[src/source/sata_phy_config.svh]
//----------------------------------------
// SATA PHY configuration
// primitive codes, bring-up timing and
// framing constants for the link core
//----------------------------------------

`ifndef SATA_PHY_CONFIG_SVH
`define SATA_PHY_CONFIG_SVH

//----------------------------------------
// primitive and filler dwords
//----------------------------------------
`define SATA_ALIGN_PRIM         32'h7B4A_4ABC   // K28.5 D10.2 D10.2 D27.3
`define SATA_SYNC_PRIM          32'hB5B5_957C   // K28.3 D21.4 D21.5 D21.5
`define SATA_DIAL_DATA          32'h4A4A_4A4A   // D10.2 x4, sent before ALIGN lock

// datak flag of a transmitted dword
`define SATA_DWORD_IS_PRIM      1'b1
`define SATA_DWORD_IS_DATA      1'b0

//----------------------------------------
// bring-up timing
//----------------------------------------
// wait state limit in clock cycles
// short value for simulation, ~132000 on hardware (880 us at 150 MHz)
`define SATA_TIMEOUT_CYCLES     200
`define SATA_TIMEOUT_WIDTH      8               // must hold SATA_TIMEOUT_CYCLES, 18 on hardware

//----------------------------------------
// framing
//----------------------------------------
`define SATA_ALIGN_PERIOD_LOG2  8               // one ALIGN pair per 256 dwords

// settle time between link ready and linkup
`define SATA_LINKUP_DELAY       32

`endif
[src/source/sata_phy_pkg.sv]
//----------------------------------------
// SATA PHY package
// dword and status types, link state enum
//----------------------------------------

package sata_phy_pkg;

    //----------------------------------------
    // data path types
    //----------------------------------------
    typedef logic [31:0] dword_t;   // tx or rx dword
    typedef logic [3:0]  datak_t;   // control symbol flag per rx byte
    typedef logic [3:0]  sync_t;    // per byte symbol sync

    //----------------------------------------
    // link bring-up states
    //----------------------------------------
    typedef enum logic [3:0] {
        st_idle,                    // waiting for phy lock
        st_send_comreset,           // COMRESET request pulse
        st_suspend_comreset,        // until OOB coder is free
        st_wait_cominit,            // device answer
        st_send_comwake,            // COMWAKE request pulse
        st_suspend_comwake,
        st_wait_comwake,
        st_wait_oobfinish,          // end of OOB signalling
        st_send_dial,               // dial until ALIGN comes back
        st_send_align,              // ALIGN until SYNC comes back
        st_link_ready
    } link_state_t;

endpackage

[src/source/sata_phy_core.sv]
//----------------------------------------
// SATA PHY link core
// bring-up FSM, primitive detector, timer,
// transmit framer and linkup delay
//----------------------------------------

module sata_phy_core
    import sata_phy_pkg::*;
(
    input  logic   tx_reset,        // clock
    input  logic   tx_clk,          // async reset, active high

    // transceiver and OOB status
    input  logic   phy_locked,
    input  logic   oob_ready,
    input  logic   rx_cominit,
    input  logic   rx_comwake,
    input  logic   rx_oobfinish,
    input  logic   signal_detect,
    input  sync_t  sync_status,

    // received dwords, detector only
    input  dword_t rx_data,
    input  datak_t rx_datak,

    // user transmit side
    input  dword_t tx_data,
    input  logic   tx_datak,
    output logic   tx_ready,

    // OOB coder requests
    output logic   oob_cominit,
    output logic   oob_comwake,
    output logic   oob_finish,

    // transceiver transmit side
    output dword_t phy_tx_data,
    output logic   phy_tx_datak,

    output logic   linkup
);

    //----------------------------------------
    // internal nets
    //----------------------------------------
    logic align_seen;
    logic sync_seen;
    logic link_ok;
    logic timer_run;
    logic timeout;
    logic tx_dial;
    logic link_ready;

    sata_prim_detect i_detect (
        .tx_reset      (tx_reset),
        .tx_clk        (tx_clk),
        .rx_data       (rx_data),
        .rx_datak      (rx_datak),
        .sync_status   (sync_status),
        .signal_detect (signal_detect),
        .align_seen    (align_seen),
        .sync_seen     (sync_seen),
        .link_ok       (link_ok)
    );

    sata_oob_timer i_timer (
        .tx_reset  (tx_reset),
        .tx_clk    (tx_clk),
        .timer_run (timer_run),
        .timeout   (timeout)
    );

    sata_link_fsm i_fsm (
        .tx_reset     (tx_reset),
        .tx_clk       (tx_clk),
        .phy_locked   (phy_locked),
        .oob_ready    (oob_ready),
        .rx_cominit   (rx_cominit),
        .rx_comwake   (rx_comwake),
        .rx_oobfinish (rx_oobfinish),
        .align_seen   (align_seen),
        .sync_seen    (sync_seen),
        .link_ok      (link_ok),
        .timeout      (timeout),
        .oob_cominit  (oob_cominit),
        .oob_comwake  (oob_comwake),
        .oob_finish   (oob_finish),
        .tx_dial      (tx_dial),
        .link_ready   (link_ready),
        .timer_run    (timer_run)
    );

    sata_tx_framer i_framer (
        .tx_reset     (tx_reset),
        .tx_clk       (tx_clk),
        .link_ready   (link_ready),
        .tx_dial      (tx_dial),
        .tx_data      (tx_data),
        .tx_datak     (tx_datak),
        .phy_tx_data  (phy_tx_data),
        .phy_tx_datak (phy_tx_datak),
        .tx_ready     (tx_ready)
    );

    sata_linkup_delay i_linkup (
        .tx_reset   (tx_reset),
        .tx_clk     (tx_clk),
        .link_ready (link_ready),
        .linkup     (linkup)
    );

endmodule

[src/source/sata_linkup_delay.sv]
//----------------------------------------
// SATA linkup delay
// raises linkup once link ready has held
// for the settle period
//----------------------------------------

`include "sata_phy_config.svh"

module sata_linkup_delay (
    input  logic tx_reset,          // clock
    input  logic tx_clk,            // async reset, active high
    input  logic link_ready,
    output logic linkup
);

    localparam int unsigned CW = $clog2(`SATA_LINKUP_DELAY);
    localparam logic [CW-1:0] CNT_MAX = CW'(`SATA_LINKUP_DELAY - 1);

    logic [CW-1:0] cnt;

    // saturating settle counter
    always_ff @(posedge tx_reset or posedge tx_clk) begin
        if (tx_clk) begin
            cnt <= '0;
        end else if (!link_ready) begin
            cnt <= '0;
        end else if (cnt != CNT_MAX) begin
            cnt <= cnt + 1'b1;
        end
    end

    // drops one cycle after link_ready does
    always_ff @(posedge tx_reset or posedge tx_clk) begin
        if (tx_clk) begin
            linkup <= 1'b0;
        end else begin
            linkup <= link_ready && (cnt == CNT_MAX);
        end
    end

endmodule

[src/source/sata_tx_framer.sv]
//----------------------------------------
// SATA transmit framer
// dial word during bring-up, user dwords
// with periodic ALIGN pairs when ready
//----------------------------------------

`include "sata_phy_config.svh"

module sata_tx_framer
    import sata_phy_pkg::*;
(
    input  logic   tx_reset,        // clock
    input  logic   tx_clk,          // async reset, active high
    input  logic   link_ready,
    input  logic   tx_dial,
    input  dword_t tx_data,         // user dword
    input  logic   tx_datak,
    output dword_t phy_tx_data,
    output logic   phy_tx_datak,
    output logic   tx_ready         // low while an ALIGN pair goes out
);

    localparam int unsigned PW = `SATA_ALIGN_PERIOD_LOG2;

    logic [PW-1:0] period_cnt;
    logic          align_flag;

    //----------------------------------------
    // ALIGN period
    //----------------------------------------
    always_ff @(posedge tx_reset or posedge tx_clk) begin
        if (tx_clk) begin
            period_cnt <= '0;
        end else if (link_ready) begin
            period_cnt <= period_cnt + 1'b1;    // wraps every 2**PW dwords
        end else begin
            period_cnt <= '0;
        end
    end

    // two slots per period, counts 0 and 1
    always_ff @(posedge tx_reset or posedge tx_clk) begin
        if (tx_clk) begin
            align_flag <= 1'b0;
        end else begin
            align_flag <= link_ready && (period_cnt <= PW'(1));
        end
    end

    assign tx_ready = !align_flag;

    //----------------------------------------
    // output dword select
    //----------------------------------------
    always_ff @(posedge tx_reset or posedge tx_clk) begin
        if (tx_clk) begin
            phy_tx_data  <= '0;
            phy_tx_datak <= 1'b0;
        end else if (tx_dial) begin
            phy_tx_data  <= `SATA_DIAL_DATA;    // plain data, no K symbol
            phy_tx_datak <= `SATA_DWORD_IS_DATA;
        end else if (link_ready && !align_flag) begin
            phy_tx_data  <= tx_data;            // user slot
            phy_tx_datak <= tx_datak;
        end else begin
            phy_tx_data  <= `SATA_ALIGN_PRIM;   // idle fill and inserted pairs
            phy_tx_datak <= `SATA_DWORD_IS_PRIM;
        end
    end

endmodule

[src/source/sata_link_fsm.sv]
//----------------------------------------
// SATA link bring-up FSM
// COMRESET / COMWAKE handshake, dial and
// ALIGN phases, link ready supervision
//----------------------------------------

module sata_link_fsm
    import sata_phy_pkg::*;
(
    input  logic tx_reset,          // clock
    input  logic tx_clk,            // async reset, active high
    input  logic phy_locked,        // transceiver locked to reference
    input  logic oob_ready,         // OOB coder free
    input  logic rx_cominit,        // pulse from OOB decoder
    input  logic rx_comwake,        // pulse from OOB decoder
    input  logic rx_oobfinish,
    input  logic align_seen,
    input  logic sync_seen,
    input  logic link_ok,
    input  logic timeout,
    output logic oob_cominit,       // one cycle request
    output logic oob_comwake,       // one cycle request
    output logic oob_finish,
    output logic tx_dial,
    output logic link_ready,
    output logic timer_run
);

    link_state_t state;
    link_state_t state_next;

    //----------------------------------------
    // next state
    //----------------------------------------
    always_comb begin
        state_next = state;                     // hold by default
        case (state)
            st_idle: begin
                if (phy_locked) begin
                    state_next = st_send_comreset;
                end
            end
            st_send_comreset: begin
                state_next = st_suspend_comreset;
            end
            st_suspend_comreset: begin
                if (oob_ready) begin
                    state_next = st_wait_cominit;   // COMRESET burst sent
                end
            end
            st_wait_cominit: begin
                if (rx_cominit) begin
                    state_next = st_send_comwake;
                end else if (timeout) begin
                    state_next = st_idle;           // retry from the start
                end
            end
            st_send_comwake: begin
                state_next = st_suspend_comwake;
            end
            st_suspend_comwake: begin
                if (oob_ready) begin
                    state_next = st_wait_comwake;
                end
            end
            st_wait_comwake: begin
                if (rx_comwake) begin
                    state_next = st_wait_oobfinish;
                end else if (timeout) begin
                    state_next = st_idle;
                end
            end
            st_wait_oobfinish: begin
                if (rx_oobfinish) begin
                    state_next = st_send_dial;
                end else if (timeout) begin
                    state_next = st_idle;
                end
            end
            st_send_dial: begin
                if (align_seen) begin
                    state_next = st_send_align;     // device locked to us
                end else if (timeout) begin
                    state_next = st_idle;
                end
            end
            st_send_align: begin
                if (sync_seen) begin
                    state_next = st_link_ready;
                end else if (timeout) begin
                    state_next = st_idle;
                end
            end
            st_link_ready: begin
                if (!link_ok) begin
                    state_next = st_idle;           // signal or sync lost
                end
            end
            default: begin
                state_next = st_idle;
            end
        endcase
    end

    //----------------------------------------
    // state register
    //----------------------------------------
    always_ff @(posedge tx_reset or posedge tx_clk) begin
        if (tx_clk) begin
            state <= st_idle;
        end else begin
            state <= state_next;
        end
    end

    //----------------------------------------
    // output decode
    //----------------------------------------
    assign oob_cominit = (state == st_send_comreset);
    assign oob_comwake = (state == st_send_comwake);

    // OOB done from here on
    assign oob_finish = (state == st_wait_oobfinish) || (state == st_send_dial)
                     || (state == st_send_align) || (state == st_link_ready);

    assign tx_dial    = (state == st_send_dial);   // ALIGN goes out in send_align
    assign link_ready = (state == st_link_ready);

    // states guarded by the timeout timer
    assign timer_run = (state == st_wait_cominit) || (state == st_wait_comwake)
                    || (state == st_wait_oobfinish) || (state == st_send_dial)
                    || (state == st_send_align);

endmodule

[src/source/sata_prim_detect.sv]
//----------------------------------------
// SATA received primitive detector
// registers rx dword and status, flags
// ALIGN, SYNC and link health
//----------------------------------------

`include "sata_phy_config.svh"

module sata_prim_detect
    import sata_phy_pkg::*;
(
    input  logic   tx_reset,        // clock
    input  logic   tx_clk,          // async reset, active high
    input  dword_t rx_data,
    input  datak_t rx_datak,
    input  sync_t  sync_status,
    input  logic   signal_detect,
    output logic   align_seen,
    output logic   sync_seen,
    output logic   link_ok
);

    // primitive sits in byte 0 only
    localparam datak_t PRIM_K = {3'b000, `SATA_DWORD_IS_PRIM};

    dword_t rx_data_q;
    datak_t rx_datak_q;
    sync_t  sync_q;
    logic   sigdet_q;
    logic   all_sync;

    //----------------------------------------
    // input stage
    //----------------------------------------
    always_ff @(posedge tx_reset or posedge tx_clk) begin
        if (tx_clk) begin
            rx_data_q  <= '0;
            rx_datak_q <= '0;
            sync_q     <= '0;
            sigdet_q   <= 1'b0;
        end else begin
            rx_data_q  <= rx_data;
            rx_datak_q <= rx_datak;
            sync_q     <= sync_status;
            sigdet_q   <= signal_detect;
        end
    end

    //----------------------------------------
    // primitive compare
    //----------------------------------------
    assign all_sync = &sync_q;                  // every byte lane in sync

    // ALIGN only counts with the lanes in sync
    assign align_seen = (rx_data_q == `SATA_ALIGN_PRIM) && (rx_datak_q == PRIM_K) && all_sync;
    assign sync_seen  = (rx_data_q == `SATA_SYNC_PRIM) && (rx_datak_q == PRIM_K);

    // carrier present and symbol sync held
    assign link_ok = sigdet_q && all_sync;

endmodule

[src/source/sata_oob_timer.sv]
//----------------------------------------
// SATA OOB timeout timer
// counts cycles spent in wait states and
// flags a timeout at the configured limit
//----------------------------------------

`include "sata_phy_config.svh"

module sata_oob_timer (
    input  logic tx_reset,          // clock
    input  logic tx_clk,            // async reset, active high
    input  logic timer_run,         // high in every wait state
    output logic timeout
);

    localparam int unsigned TW = `SATA_TIMEOUT_WIDTH;
    localparam logic [TW-1:0] LIMIT = TW'(`SATA_TIMEOUT_CYCLES);

    logic [TW-1:0] cnt;

    //----------------------------------------
    // cycle counter
    //----------------------------------------
    // keeps counting across back-to-back wait states,
    // so the limit covers the whole run of them
    always_ff @(posedge tx_reset or posedge tx_clk) begin
        if (tx_clk) begin
            cnt <= '0;
        end else if (!timer_run) begin
            cnt <= '0;                          // left the wait states
        end else if (cnt != LIMIT) begin
            cnt <= cnt + 1'b1;
        end                                     // else hold at the limit
    end

    // limit reached, fsm drops to idle on the next edge
    assign timeout = (cnt == LIMIT);

endmodule

[config.mk]
export PLATFORM = sky130hd
export DESIGN_NAME = sata_phy_core
export DESIGN_NICKNAME = d
export VERILOG_FILES = /design/src/source/sata_phy_pkg.sv /design/src/source/sata_phy_core.sv /design/src/source/sata_linkup_delay.sv /design/src/source/sata_tx_framer.sv /design/src/source/sata_link_fsm.sv /design/src/source/sata_prim_detect.sv /design/src/source/sata_oob_timer.sv
export VERILOG_INCLUDE_DIRS = /design/src /design/src/source
export SDC_FILE = /design/constraint.sdc
export NUM_CORES = 1
export LEC_CHECK = 0
export ABC_AREA = 0
export BUFFER_PORTS_ARGS = -buffer_cell sky130_fd_sc_hd__buf_2
export CAP_MARGIN = 20
export CORE_ASPECT_RATIO = 0.9
export CORE_UTILIZATION = 55
export CTS_CLUSTER_SIZE = 25
export DETAILED_ROUTE_END_ITERATION = 8
export GPL_TIMING_DRIVEN = 0
export PLACE_DENSITY_LB_ADDON = 0.12
export SLEW_MARGIN = 20
export SYNTH_ARGS = -nofsm -noshare
export SYNTH_HDL_FRONTEND = slang
export SYNTH_SLANG_ARGS = --single-unit
[constraint.sdc]
create_clock -name tx_reset -period 5.9 [get_ports tx_reset]
set_input_delay 0.59 -clock tx_reset [delete_from_list [all_inputs] [get_ports tx_reset]]
set_output_delay 0.59 -clock tx_reset [all_outputs]
set_load 0.01 [all_outputs]
==> out/results.txt, run 1 <==
The post-route DRC violation count is 0. IR analysis of the VDD net gives a maximum drop of 0.232 mV. The signal on the critical path passes through buf_2 > buf_6 > nor4_1 > buf_2. Max-cap violations in this run came to 0.

The H-tree generated during clock tree synthesis spans 3 levels. The max-slew headroom at the worst pin was 0.569. Dividing total power by cell area gives a power density of 302 mW/mm^2. The synthesized-area fraction occupied by and/or/nand/nor cells came out at 0.205. The routing layer with the top usage in global route is met2. Die width: 91.1 um. Transition time at the pin with the least slew margin: 0.642 ns.

The run finished with clean final reports. The maximum clock frequency was 449 MHz. Each instance of the synthesized netlist takes up on average 12.4 sq um. The total congestion overflow was 0.

The logs give 0.38 ns for the clock network latency to the later pin of the worst-skew pair and 0 for the hold violation count in the final report. For the global-route total usage across every layer, the log shows 0.230. The tools report the number of global-route vias before repair as 2844. The number of pins exceeding their max-slew limit in the final report came out at 0. The last weighted congestion value of the routability-driven placer was 0.835; the clock slew seen by the registers of the worst setup and hold paths was 0.10 ns. The number of vias in the routed layout was 2752; the largest fanout of any net on the critical path was 10. Entering global routing, the biggest net connects 74 pins. The pre-antenna-repair detailed-routing pass consisted of 4 iterations. The distinct cell type count of the synthesized netlist is 53, and the mux share of post-synthesis cell area is 0.00764. Summed over all nets, the half-perimeter wirelength after detailed placement is 5.82 mm.

The number of primary I/O pins was 119; the number of hold-repair buffers added at the cts stage was 0. Between clock sinks in the finished design, the worst skew comes to 0.00829 ns. The tools report the number of antenna-violating nets in the routed design as 0. Fraction of met2 tracks used by global routing: 0.380. The run gives 7.73 mm as the post-detailed-routing wire length.

Setup violations remaining at the end of the flow were counted as 0. The per-cell routed wire length came out at 14.2 um. The number of antenna diodes in the final layout is 0. Share of flip-flops with an asynchronous set or reset: 1.00.

Counting flops and latches in the post-synthesis netlist gives 101. In this design, the largest share of critical-path delay is due to buffers and inverters. Setup repair after global routing left no endpoint under its margin. The area growth from synthesis to layout is 23.9%. The run gives 0.289 as the met1 usage in global routing.

After routing, the total negative slack on setup checks comes to 0 ns. At the worst endpoint, the arrival time is 1.64 ns. Together, buffers and inverters on the worst path number 3. Data on the critical path is required at its endpoint by 5.31 ns. The cell row count was 28. The root buffer cell chosen for the clock tree is sky130_fd_sc_hd__clkbuf_8. In this run the static leakage power is 2.30 nW. In this run the worst hold path is classified as in -> async. TritonCTS created 9 clock buffers.

For the total clock sinks, the log shows 101. Yosys printed 0 warnings. The share of the clock period used by the worst path works out to 0.377. The tools report the final cell count without fillers as 543.

For the number of buffers inserted by post-CTS setup repair, the log shows 0. Counting tap cells, the placed design contains a total of 527 instances. Number of antenna violations at the first check in global routing: 0.

The filler cells instantiated in the layout total 527. The standard cell core area came out at 0.00673 sq mm. The area share of fa/ha/maj cells after synthesis is 0.0223, and the via density per instance is 5.07. Counting along the longest clock path gives a buffer depth of 2. For the global-route wire length before repair, the log shows 13.0 mm.

The share of the synthesized area in compound gates (AO/OA/AOI/OAI) was 0.0643. For this run, the slowest stage of the critical path takes 0.38 ns. The number of nets handed over by synthesis was 406. The detailed router finished its first iteration with 169 violations.

The worst setup path is of the reg -> out kind. The endpoint kind of the worst setup timing path was an output pin. The tools report the startpoint kind of the worst setup timing path as a flip-flop. Synthesis handed over a netlist of 318 instances. Vertical extent of the die: 82.2 um.

The final critical-path required period came out at 2.23 ns. After synthesis, the largest family of logic cells by area is simple AND/OR/NAND/NOR gates. The synthesized design contains 0 enable-type register cells. After synthesis the cells add up to 0.00393 sq mm.

TritonCTS built the clock tree. The run gives 0.0714 as the fraction of met3 tracks used by global routing. The library cell contributing the largest single delay on the critical path was sky130_fd_sc_hd__dfrtp_1. For this run, the leading register cell type out of synthesis is sky130_fd_sc_hd__dfrtp_1. The xor-xnor portion of the synthesized cell area is 0.0334, and the number of cells upsized or downsized after cts is 0. In the final design database the tool counted 536 nets. Fraction of final layout cells with drive strength greater than 1: 0.336.

The effective utilization at floorplan was 0.585; the count of input and output buffers was 118. The fraction of the yosys area taken by sequential cells is 0.643, and the total die area is 0.00749 sq mm. Among the stages of the critical path, the cell type that occurs most often is sky130_fd_sc_hd__buf_2.
-- where the power goes --
part	internal (mW)	total [mW]	switching (mW)
combinational	0.117	0.284	0.167
clock	0.178	0.434	0.256
sequential	0.726	0.753	0.0269
total	1.02	1.47	0.450
-- layout by cell type (no fill, tap or decap), types with 4 or more instances in the layout --
| cell | n |
|---|---|
| sky130_fd_sc_hd__a21oi_1 | 8 |
| sky130_fd_sc_hd__and2_1 | 14 |
| sky130_fd_sc_hd__and3_1 | 7 |
| sky130_fd_sc_hd__buf_2 | 119 |
| sky130_fd_sc_hd__clkbuf_1 | 5 |
| sky130_fd_sc_hd__clkbuf_8 | 10 |
| sky130_fd_sc_hd__dfrtp_1 | 101 |
| sky130_fd_sc_hd__ha_1 | 7 |
| sky130_fd_sc_hd__inv_1 | 7 |
| sky130_fd_sc_hd__inv_2 | 4 |
| sky130_fd_sc_hd__nand2_1 | 18 |
| sky130_fd_sc_hd__nand3_1 | 15 |
| sky130_fd_sc_hd__nand4b_1 | 4 |
| sky130_fd_sc_hd__nor2_1 | 30 |
| sky130_fd_sc_hd__nor2b_1 | 4 |
| sky130_fd_sc_hd__nor3_1 | 4 |
| sky130_fd_sc_hd__o21a_1 | 9 |
| sky130_fd_sc_hd__o21ai_0 | 5 |
| sky130_fd_sc_hd__or2_1 | 10 |
| sky130_fd_sc_hd__xnor2_1 | 4 |
| sky130_fd_sc_hd__xor2_1 | 11 |
-- synthesized netlist by cell type, types with 5 or more instances --
cell type	count	area [sq um]
sky130_fd_sc_hd__a21oi_1	8	40.0
sky130_fd_sc_hd__and2_1	14	87.6
sky130_fd_sc_hd__and3_1	7	43.8
sky130_fd_sc_hd__clkbuf_1	5	18.8
sky130_fd_sc_hd__dfrtp_1	101	2530
sky130_fd_sc_hd__ha_1	7	87.6
sky130_fd_sc_hd__inv_1	8	30.0
sky130_fd_sc_hd__nand2_1	18	67.6
sky130_fd_sc_hd__nand3_1	15	75.1
sky130_fd_sc_hd__nor2_1	30	113
sky130_fd_sc_hd__o21a_1	9	67.6
sky130_fd_sc_hd__o21ai_0	5	25.0
sky130_fd_sc_hd__or2_1	10	62.6
sky130_fd_sc_hd__xor2_1	11	96.3
-- path summary, 6_finish.rpt --
kind                       slack [ns]                          endpoint                        from  cells after the start
setup / recovery                 3.67                       oob_comwake  i_fsm.state[3]$_DFFE_PP0P_                      4
hold / removal                   0.16  i_detect.rx_data_q[14]$_DFF_PP0_                      tx_clk                      2
setup reg to reg                 3.93        i_fsm.state[0]$_DFFE_PP0P_  i_fsm.state[2]$_DFFE_PP0P_                      5
hold reg to reg                  0.56        i_timer.cnt[7]$_DFFE_PP0P_  i_timer.cnt[7]$_DFFE_PP0P_                      2
max in group asynchronous        5.11  i_framer.period_cnt[1]$_DFF_PP0_                      tx_clk                      3
min in group tx_reset            0.31      i_detect.sync_q[1]$_DFF_PP0_              sync_status[1]                      1
-- state kept, by name (all words and copies together), names as in the netlist --
name	flops
i_detect.rx_data_q	32
i_framer.phy_tx_data	32
i_framer.period_cnt	8
i_timer.cnt	8
i_linkup.cnt	5
i_detect.rx_datak_q	4
i_detect.sync_q	4
i_fsm.state	4
i_detect.sigdet_q	1
i_framer.align_flag	1
i_framer.phy_tx_datak	1
i_linkup.linkup	1
-- through the flow --
step / area [sq um] / utilization / hold WS (ns) / setup WS (ns) / power [mW]
floorplan: 3930 / - / 0.496 / 2.66 / 0.958
global placement: 4640 / 0.689 / 0.516 / 1.75 / 1.04
detailed placement: 4670 / 0.694 / 0.536 / 3.94 / 1.05
CTS: 4870 / 0.724 / 0.150 / 3.67 / 1.49
global route: 4870 / 0.724 / 0.167 / 3.60 / 1.55
finish: 4870 / 0.724 / 0.161 / 3.67 / 1.47
-- cell type report --
class | count | area [sq um] | area share
Sequential cell | 101 | 2530 | 0.519
Tap cell | 90 | 113 | 0.0231
Timing Repair Buffer | 119 | 618 | 0.127
Clock inverter | 6 | 65.1 | 0.0134
Clock buffer | 10 | 138 | 0.0283
Buffer | 9 | 53.8 | 0.0110
Multi-Input combinational cell | 196 | 1310 | 0.268
Inverter | 12 | 50.0 | 0.0103
-- layer usage --
metal / routed length (um) / part of all wire
met1: 3340 / 0.43
met2: 3830 / 0.50
met3: 471 / 0.061
met4: 94 / 0.012
met5: 0 / 0
-- cell families (layout without fill, tap and decap cells) --
| group | count (synthesis) | count (layout) |
|---|---|---|
| and+or+nand+nor | 133 | 133 |
| DFF | 101 | 101 |
| AOI/OAI and AO/OA | 38 | 38 |
| buffers and inverters | 21 | 156 |
| xor gates and xnor gates | 15 | 15 |
| adders and majority gates | 7 | 7 |
| muxes | 3 | 3 |
Power figures use the tool's default switching activity.
==> inputs of run 2 (changes only) <==
- ABC_AREA: 0 -> 1
- CORE_UTILIZATION: 55 -> 51
- clock period: 5.9 -> 2.15 ns (I/O delays scaled with it)
==> out/results.txt, run 2 <==
The tools report the startpoint kind of the worst setup timing path as a flip-flop. The most numerous cell in the Yosys netlist is sky130_fd_sc_hd__dfrtp_1. The tools report the total inserted antenna cells as 0 (unchanged).

The standard cell core area was 0.00758 sq mm (+13%). The number of enable flip-flop cells after synthesis came out at 0 (unchanged). The largest registers in the layout are i_detect.rx_data_q: 32 flops, i_framer.phy_tx_data: 32 flops. Setup repair after global routing left no endpoint under its margin. The vertical extent of the die was 86.1 um (+4.7%); the fraction of final layout cells with drive strength greater than 1 was 0.249 (-0.0864). The global-route wire length before repair is 14.7 mm (+13%).

The worst path buffer plus inverter count is 2 (-1). Final critical-path required period: 1.87 ns. The cell occurring most often along the worst timing path was sky130_fd_sc_hd__nand2_1. On the critical path the largest part of the delay comes from simple AND/OR/NAND/NOR gates. The distinct cell type count of the synthesized netlist came out at 29 (-45%). In the layout the commonest cells are sky130_fd_sc_hd__buf_2, sky130_fd_sc_hd__dfrtp_1, sky130_fd_sc_hd__nand2_1. The post-DP HPWL is 6.23 mm (+6.9%), and the maximum level of the CTS H-tree is 3 (unchanged).

The run gives 0 (unchanged) as the hold violation count in the final report. The clock slew seen by the registers of the worst setup and hold paths is 0.10 ns (about the same), and the number of buffers added by the clock tree synthesis step is 9 (unchanged). The total congestion overflow is 0 (unchanged), and the die width is 95.4 um (+4.7%).

The run gives 0.0138 ns (+0.00548 ns) as the clock skew. The post-route DRC violation count came out at 0 (unchanged). Traced cell by cell, the critical path runs through inv_1 > nand2_1 > nor2_1 > nor3_2 > nand2_1 > buf_2. The first-pass iteration count of the detailed router was 4 (unchanged); the share of flip-flops with an asynchronous set or reset was 1.00 (unchanged).

The total of warnings raised by yosys is 0 (unchanged), and the count of input and output buffers is 118 (unchanged). For the number of inserted filler cells in the final layout, the log shows 570 (+8.2%). Leakage power figure: 2.74 nW (+19%). The net count after synthesis came out at 520 (+28%). The largest fanout of any net on the critical path is 5 (-5). The per-cell routed wire length is 12.4 um (-13%), and the combined area of all synthesized cells is 0.00401 sq mm (+1.9%). The number of global-route vias before repair is 3363 (+18%). The number of nets in the finished design was 693 (+29%); the global-route total usage across every layer was 0.238 (+0.00808). The final sum of negative setup slack was 0 ns (unchanged); the post-layout total power was 3.89 mW (+160%). The transition time at the pin with the least slew margin came out at 0.321 ns (-0.321 ns). The final cell count without fillers came out at 706 (+30%). The run gives 85 (-50%) as the number of design-rule violations left by the first detailed-router iteration.

The last weighted congestion value of the routability-driven placer came out at 0.831 (-0.50%). For this design, the slowest cell found on the critical path is sky130_fd_sc_hd__dfrtp_1. For the number of cells upsized or downsized after cts, the log shows 0 (unchanged).

The power density over the cells is 722 mW/mm^2 (+140%). The clock network latency to the later pin of the worst-skew pair is 0.36 ns (-0.02 ns). The kind of critical path is reg -> out. The area overhead of the layout relative to synthesis is 34.7%, and the effective utilization at floorplan is 0.528 (-0.0563). The number of vias in the routed layout was 3220 (+17%); the cell count after placement was 649 (+23%). The cell row count is 30 (+7.1%), and the fraction of the yosys area taken by sequential cells is 0.631 (-0.0118).

The commonest non-fill, non-tap cell in the layout was sky130_fd_sc_hd__buf_2. The number of synthesized register bits is 101 (unchanged). The run finished with clean final reports. The max-slew headroom at the worst pin was 0.785 (+0.216). The worst setup path is captured at an output pin.

The tools report the number of pins exceeding their max-slew limit in the final report as 0 (unchanged). Summed over all instances, the cell type with the most area after synthesis is sky130_fd_sc_hd__dfrtp_1. The data required time of the worst path was 1.93 ns (-3.38 ns); the number of antenna violations at the first check in global routing was 0 (unchanged). The tools report the total of max-cap violations as 0 (unchanged). For this run, the leading register cell type out of synthesis is sky130_fd_sc_hd__dfrtp_1. The total die area came out at 0.00821 sq mm (+9.6%).

TritonCTS built the clock tree. The run gives 2 (unchanged) as the maximum clock insertion buffer count. Synthesized netlist cell count: 432 (+36%). Sorting the synthesized cells by area gives the leading types as sky130_fd_sc_hd__dfrtp_1, sky130_fd_sc_hd__nand2_1, sky130_fd_sc_hd__nor2_1, sky130_fd_sc_hd__inv_1, sky130_fd_sc_hd__ha_1. The tools report the number of antenna-violating nets in the routed design as 0 (unchanged). The mean instance size in the synthesized netlist works out to 9.27 sq um (-25%). The tools report the data arrival time of the worst path as 1.66 ns (+0.02 ns). The area fraction of the dominant cell type after synthesis was 0.631 (-0.0118). The maximum ir drop on the vdd rail is 0.433 mV (+87%), and the number of setup violations in the final report is 0 (unchanged). The via density per instance is 4.56 (-10%). Timing would allow up to 533 MHz.

The post-detailed-routing wire length is 8.76 mm (+13%). The commonest cells after synthesis are sky130_fd_sc_hd__dfrtp_1, sky130_fd_sc_hd__nand2_1, sky130_fd_sc_hd__nor2_1. The number of primary I/O pins came out at 119 (unchanged). The share of the clock period used by the worst path is 0.872, and the total clock sinks is 101 (unchanged). The tools report the pin count of the biggest net entering global routing as 36 (-51%).

Worst stage delay on the critical path: 0.40 ns (+0.02 ns). The worst hold-check path type was in -> reg. Master cell of the clock root buffer: sky130_fd_sc_hd__clkbuf_8.
[run 2: cell types whose count changed in the layout (fill, tap and decap cells not counted), moves of 5 or more]
cell,previous run,this run
sky130_fd_sc_hd__inv_1,7,75
sky130_fd_sc_hd__o21ai_0,5,13
sky130_fd_sc_hd__nand3_1,15,10
sky130_fd_sc_hd__and3_1,7,0
sky130_fd_sc_hd__nor3_1,4,12
sky130_fd_sc_hd__o21a_1,9,0
sky130_fd_sc_hd__and2_1,14,0
sky130_fd_sc_hd__nor2_1,30,79
sky130_fd_sc_hd__a21oi_1,8,15
sky130_fd_sc_hd__xor2_1,11,0
sky130_fd_sc_hd__dlygate4sd3_1,0,42
sky130_fd_sc_hd__nand2_1,18,80
[run 2: power by group]
| group | switching, mW | total (mW) | internal, mW |
|---|---|---|---|
| logic | 0.362 | 0.637 | 0.276 |
| clock network | 0.656 | 1.21 | 0.554 |
| registers | 0.0715 | 2.05 | 1.98 |
[run 2: logic make-up after synthesis]
logic type | Yosys count | share of synthesized area
compound gates | 35 | 0.0481
fa+ha+maj | 7 | 0.0219
buf+inv | 85 | 0.0824
flops | 101 | 0.631
simple gates | 204 | 0.217
[run 2: repair_timing]
item	CTS	global route
setup buffers	0	0
setup endpoints to repair	0	1
hold endpoints to repair	109	0
hold buffers	42	0
[run 2: layout make-up]
cell class | instances | area (sq um) | area share
Clock buffer | 11 | 131 | 0.0244
Inverter | 80 | 304 | 0.0564
Timing Repair Buffer | 163 | 1070 | 0.199
Sequential cell | 101 | 2530 | 0.468
Multi-Input combinational cell | 246 | 1150 | 0.213
Tap cell | 96 | 120 | 0.0223
Buffer | 4 | 26.3 | 0.00487
Clock inverter | 5 | 66.3 | 0.0123
[run 2: final timing paths]
path / start / to / slack (ns) / cells past startpoint
min: tx_data[19] / i_framer.phy_tx_data[19]$_DFF_PP0_ / 0.03 / 2
max reg2reg: i_timer.cnt[0]$_DFFE_PP0P_ / i_fsm.state[1]$_DFFE_PP0P_ / 0.34 / 11
max: i_fsm.state[3]$_DFFE_PP0P_ / oob_finish / 0.28 / 6
min reg2reg: i_linkup.cnt[3]$_DFFE_PP0N_ / i_linkup.cnt[3]$_DFFE_PP0N_ / 0.54 / 2
max in group asynchronous: tx_clk / i_timer.cnt[7]$_DFFE_PP0P_ / 1.24 / 5
min in group asynchronous: tx_clk / i_detect.rx_data_q[5]$_DFF_PP0_ / 0.29 / 3
[run 2: layer usage]
layer  global-route usage  part of all wire  vias up
li1                     -                 -     1652
met1                0.279              0.42     1468
met2                0.405              0.49       96
met3               0.0975             0.078        4
met4               0.0597            0.0084        0
met5                    0                 0        -
[run 2: through the flow]
step            util  setup WS [ns]  hold WS, ns  instance area (sq um)
6_report       0.712          0.276       0.0318                   5400
5_1_grt        0.712          0.139       0.0121                   5400
4_1_cts        0.712          0.120      0.00862                   5400
3_5_place_dp   0.631          0.468        0.116                   4780
3_3_place_gp   0.623          0.111        0.324                   4720
2_1_floorplan      -          0.681        0.246                   4010
==> inputs of run 3 (changes only) <==
- CORE_UTILIZATION: 51 -> 55
- REMOVE_ABC_BUFFERS: not set -> 1
- SLEW_MARGIN: 20 -> 40
- clock period: 2.15 -> 2.4 ns (I/O delays scaled with it)
==> out/results.txt, run 3 (synthesis results as in run 2) <==
The run gives 2.16 ns (+0.23 ns) as the data required time of the worst path. The vertical extent of the die was 83.0 um (-3.6%); the number of primary I/O pins was 119 (unchanged). The post-layout total power came out at 3.42 mW (-12%). Commonest non-fill, non-tap cell in the layout: sky130_fd_sc_hd__buf_2. The final sum of negative setup slack came out at 0 ns (unchanged). Pin count of the biggest net entering global routing: 63 (+75%).

Total die area: 0.00763 sq mm (-7.1%). The number of vias in the routed layout was 3324 (+3.2%). The signal on the critical path passes through inv_2 > nand2_1 > nor2_2 > nor3_2 > nand2_1 > buf_2.

The final critical-path required period is 2.08 ns. Category of cells accounting for the largest share of critical-path delay: simple AND/OR/NAND/NOR gates. The run gives 0 (unchanged) as the total inserted antenna cells. The global-route total usage across every layer came out at 0.256 (+0.0180). The die width works out to 92.0 um (-3.6%). The logs give 1.84 ns (+0.18 ns) for the data arrival time of the worst path and 146 (+72%) for the number of design-rule violations left by the first detailed-router iteration.

The total of max-cap violations was 0 (unchanged); the post-route DRC violation count was 0 (unchanged). Number of buffers added by the clock tree synthesis step: 9 (unchanged). The post-detailed-routing wire length is 8.94 mm (+2.1%), and the last weighted congestion value of the routability-driven placer is 0.842 (+1.4%). Worst stage delay on the critical path: 0.49 ns (+0.09 ns). For the total congestion overflow, the log shows 0 (unchanged). In the final layout, the registers with the most flip-flops are i_detect.rx_data_q: 32 flops, i_framer.phy_tx_data: 32 flops. The worst hold-check path type was in -> reg. The number of global-route vias before repair was 3489 (+3.7%). Library cell contributing the largest single delay on the critical path: sky130_fd_sc_hd__dfrtp_1. The standard cell core area was 0.00704 sq mm (-7.2%). The run gives 101 (unchanged) as the total clock sinks. The clock network latency to the later pin of the worst-skew pair came out at 0.36 ns (about the same). The tools report the first-pass iteration count of the detailed router as 4 (unchanged). The worst setup path is captured at an output pin.

TritonCTS built the clock tree. Cell occurring most often along the worst timing path: sky130_fd_sc_hd__nand2_1. The per-cell routed wire length came out at 12.8 um (+3.4%). The effective utilization at floorplan was 0.569 (+0.0408); the transition time at the pin with the least slew margin was 0.577 ns (+0.256 ns). The maximum clock frequency was 482 MHz; the post-DP HPWL was 6.13 mm (-1.5%). Area overhead of the layout relative to synthesis: 33.0%. The worst setup path is launched from a flip-flop. The maximum clock insertion buffer count is 2 (unchanged), and the share of the clock period used by the worst path is 0.865. The critical path in this run is classified as reg -> out. The tools report the master cell of the clock root buffer as sky130_fd_sc_hd__clkbuf_8. The tools report the number of pins exceeding their max-slew limit in the final report as 0 (unchanged). The number of antenna-violating nets in the routed design is 0 (unchanged), and the clock slew seen by the registers of the worst setup and hold paths is 0.10 ns (about the same).

The via density per instance was 4.77 (+4.6%). The tools report the clock skew as 0.0113 ns (-0.00244 ns). Final setup slack of the worst path: 0.323 ns (+0.0480 ns).

The number of nets in the finished design was 687 (-0.87%); the cell row count was 29 (-3.3%). For the global-route wire length before repair, the log shows 15.1 mm (+2.5%). The number of antenna violations at the first check in global routing came out at 0 (unchanged).

The logs give 0.652 ns (+0.185 ns) for the worst setup timing slack at the placement stage and 2.71 nW (-1.1%) for the leakage power figure. For the number of buffers inserted by post-CTS setup repair, the log shows 0 (unchanged). Setup repair after global routing left no endpoint under its margin. The count of input and output buffers is 118 (unchanged), and the power density over the cells is 641 mW/mm^2 (-11%). The worst path buffer plus inverter count is 2 (unchanged). The run finished with clean final reports. The max-slew headroom at the worst pin is 0.615 (-0.170), and the largest fanout of any net on the critical path is 12 (+7).

For the reg2reg setup slack, the log shows 0.64 ns (+0.30 ns). The run gives 3 (unchanged) as the maximum level of the CTS H-tree. The maximum ir drop on the vdd rail came out at 0.462 mV (+6.7%).

The fraction of final layout cells with drive strength greater than 1 came out at 0.245 (-0.00415). The tools report the number of setup violations in the final report as 0 (unchanged). The number of cells upsized or downsized after cts is 0 (unchanged). The run gives 0 (unchanged) as the hold violation count in the final report.

Leaving out fill and tap cells, the most frequent cells in the layout are sky130_fd_sc_hd__buf_2, sky130_fd_sc_hd__dfrtp_1, sky130_fd_sc_hd__nand2_1.
## run 3: final timing paths
path / startpoint / cells past startpoint / to
min in group asynchronous: tx_clk / 3 / i_detect.rx_datak_q[0]$_DFF_PP0_
hold reg to reg: i_framer.period_cnt[0]$_DFF_PP0_ / 1 / i_framer.period_cnt[0]$_DFF_PP0_
max in group asynchronous: tx_clk / 4 / i_framer.period_cnt[4]$_DFF_PP0_
setup reg to reg: i_fsm.state[1]$_DFFE_PP0P_ / 7 / i_timer.cnt[0]$_DFFE_PP0P_
hold / removal: tx_data[14] / 2 / i_framer.phy_tx_data[14]$_DFF_PP0_
setup / recovery: i_fsm.state[1]$_DFFE_PP0P_ / 6 / oob_finish
## run 3: cell type report
type | count | area (sq um)
clock buffer | 10 | 138
clock inverter | 6 | 52.6
fill | 492 | 1710
inverter | 80 | 308
multi-input combinational | 246 | 1150
sequential | 101 | 2530
tap | 93 | 116
timing repair buffer | 161 | 1040
## run 3: per-stage QoR
| step | instance area [sq um] | hold WS (ns) | util | instances |
|---|---|---|---|---|
| 2_1_floorplan | 3980 | 0.271 | - | 427 |
| 3_3_place_gp | 4680 | 0.348 | 0.665 | 638 |
| 4_1_cts | 5330 | 0.0402 | 0.757 | 697 |
| 3_5_place_dp | 4720 | 0.239 | 0.670 | 639 |
| 5_1_grt | 5330 | 0.0451 | 0.757 | 697 |
| 6_report | 5330 | 0.0584 | 0.757 | 697 |
## run 3: timing repair
item / 4_1_cts / 5_1_grt
endpoints found under the hold margin: 80 / 0
setup endpoints to repair: 0 / 0
hold buffers: 42 / 0
## run 3: where the power goes
part | leakage [nW] | internal [mW] | switching, mW
Sequential | 1.22 | 1.77 | 0.0612
Combinational | 1.40 | 0.241 | 0.328
Clock | 0.0914 | 0.422 | 0.596
Total | 2.71 | 2.43 | 0.985
## run 3: layer usage
layer  share of wire  track usage
met3           0.067       0.0788
met4           0.020       0.0966
met5               0            0
met1            0.38        0.277
met2            0.53        0.466
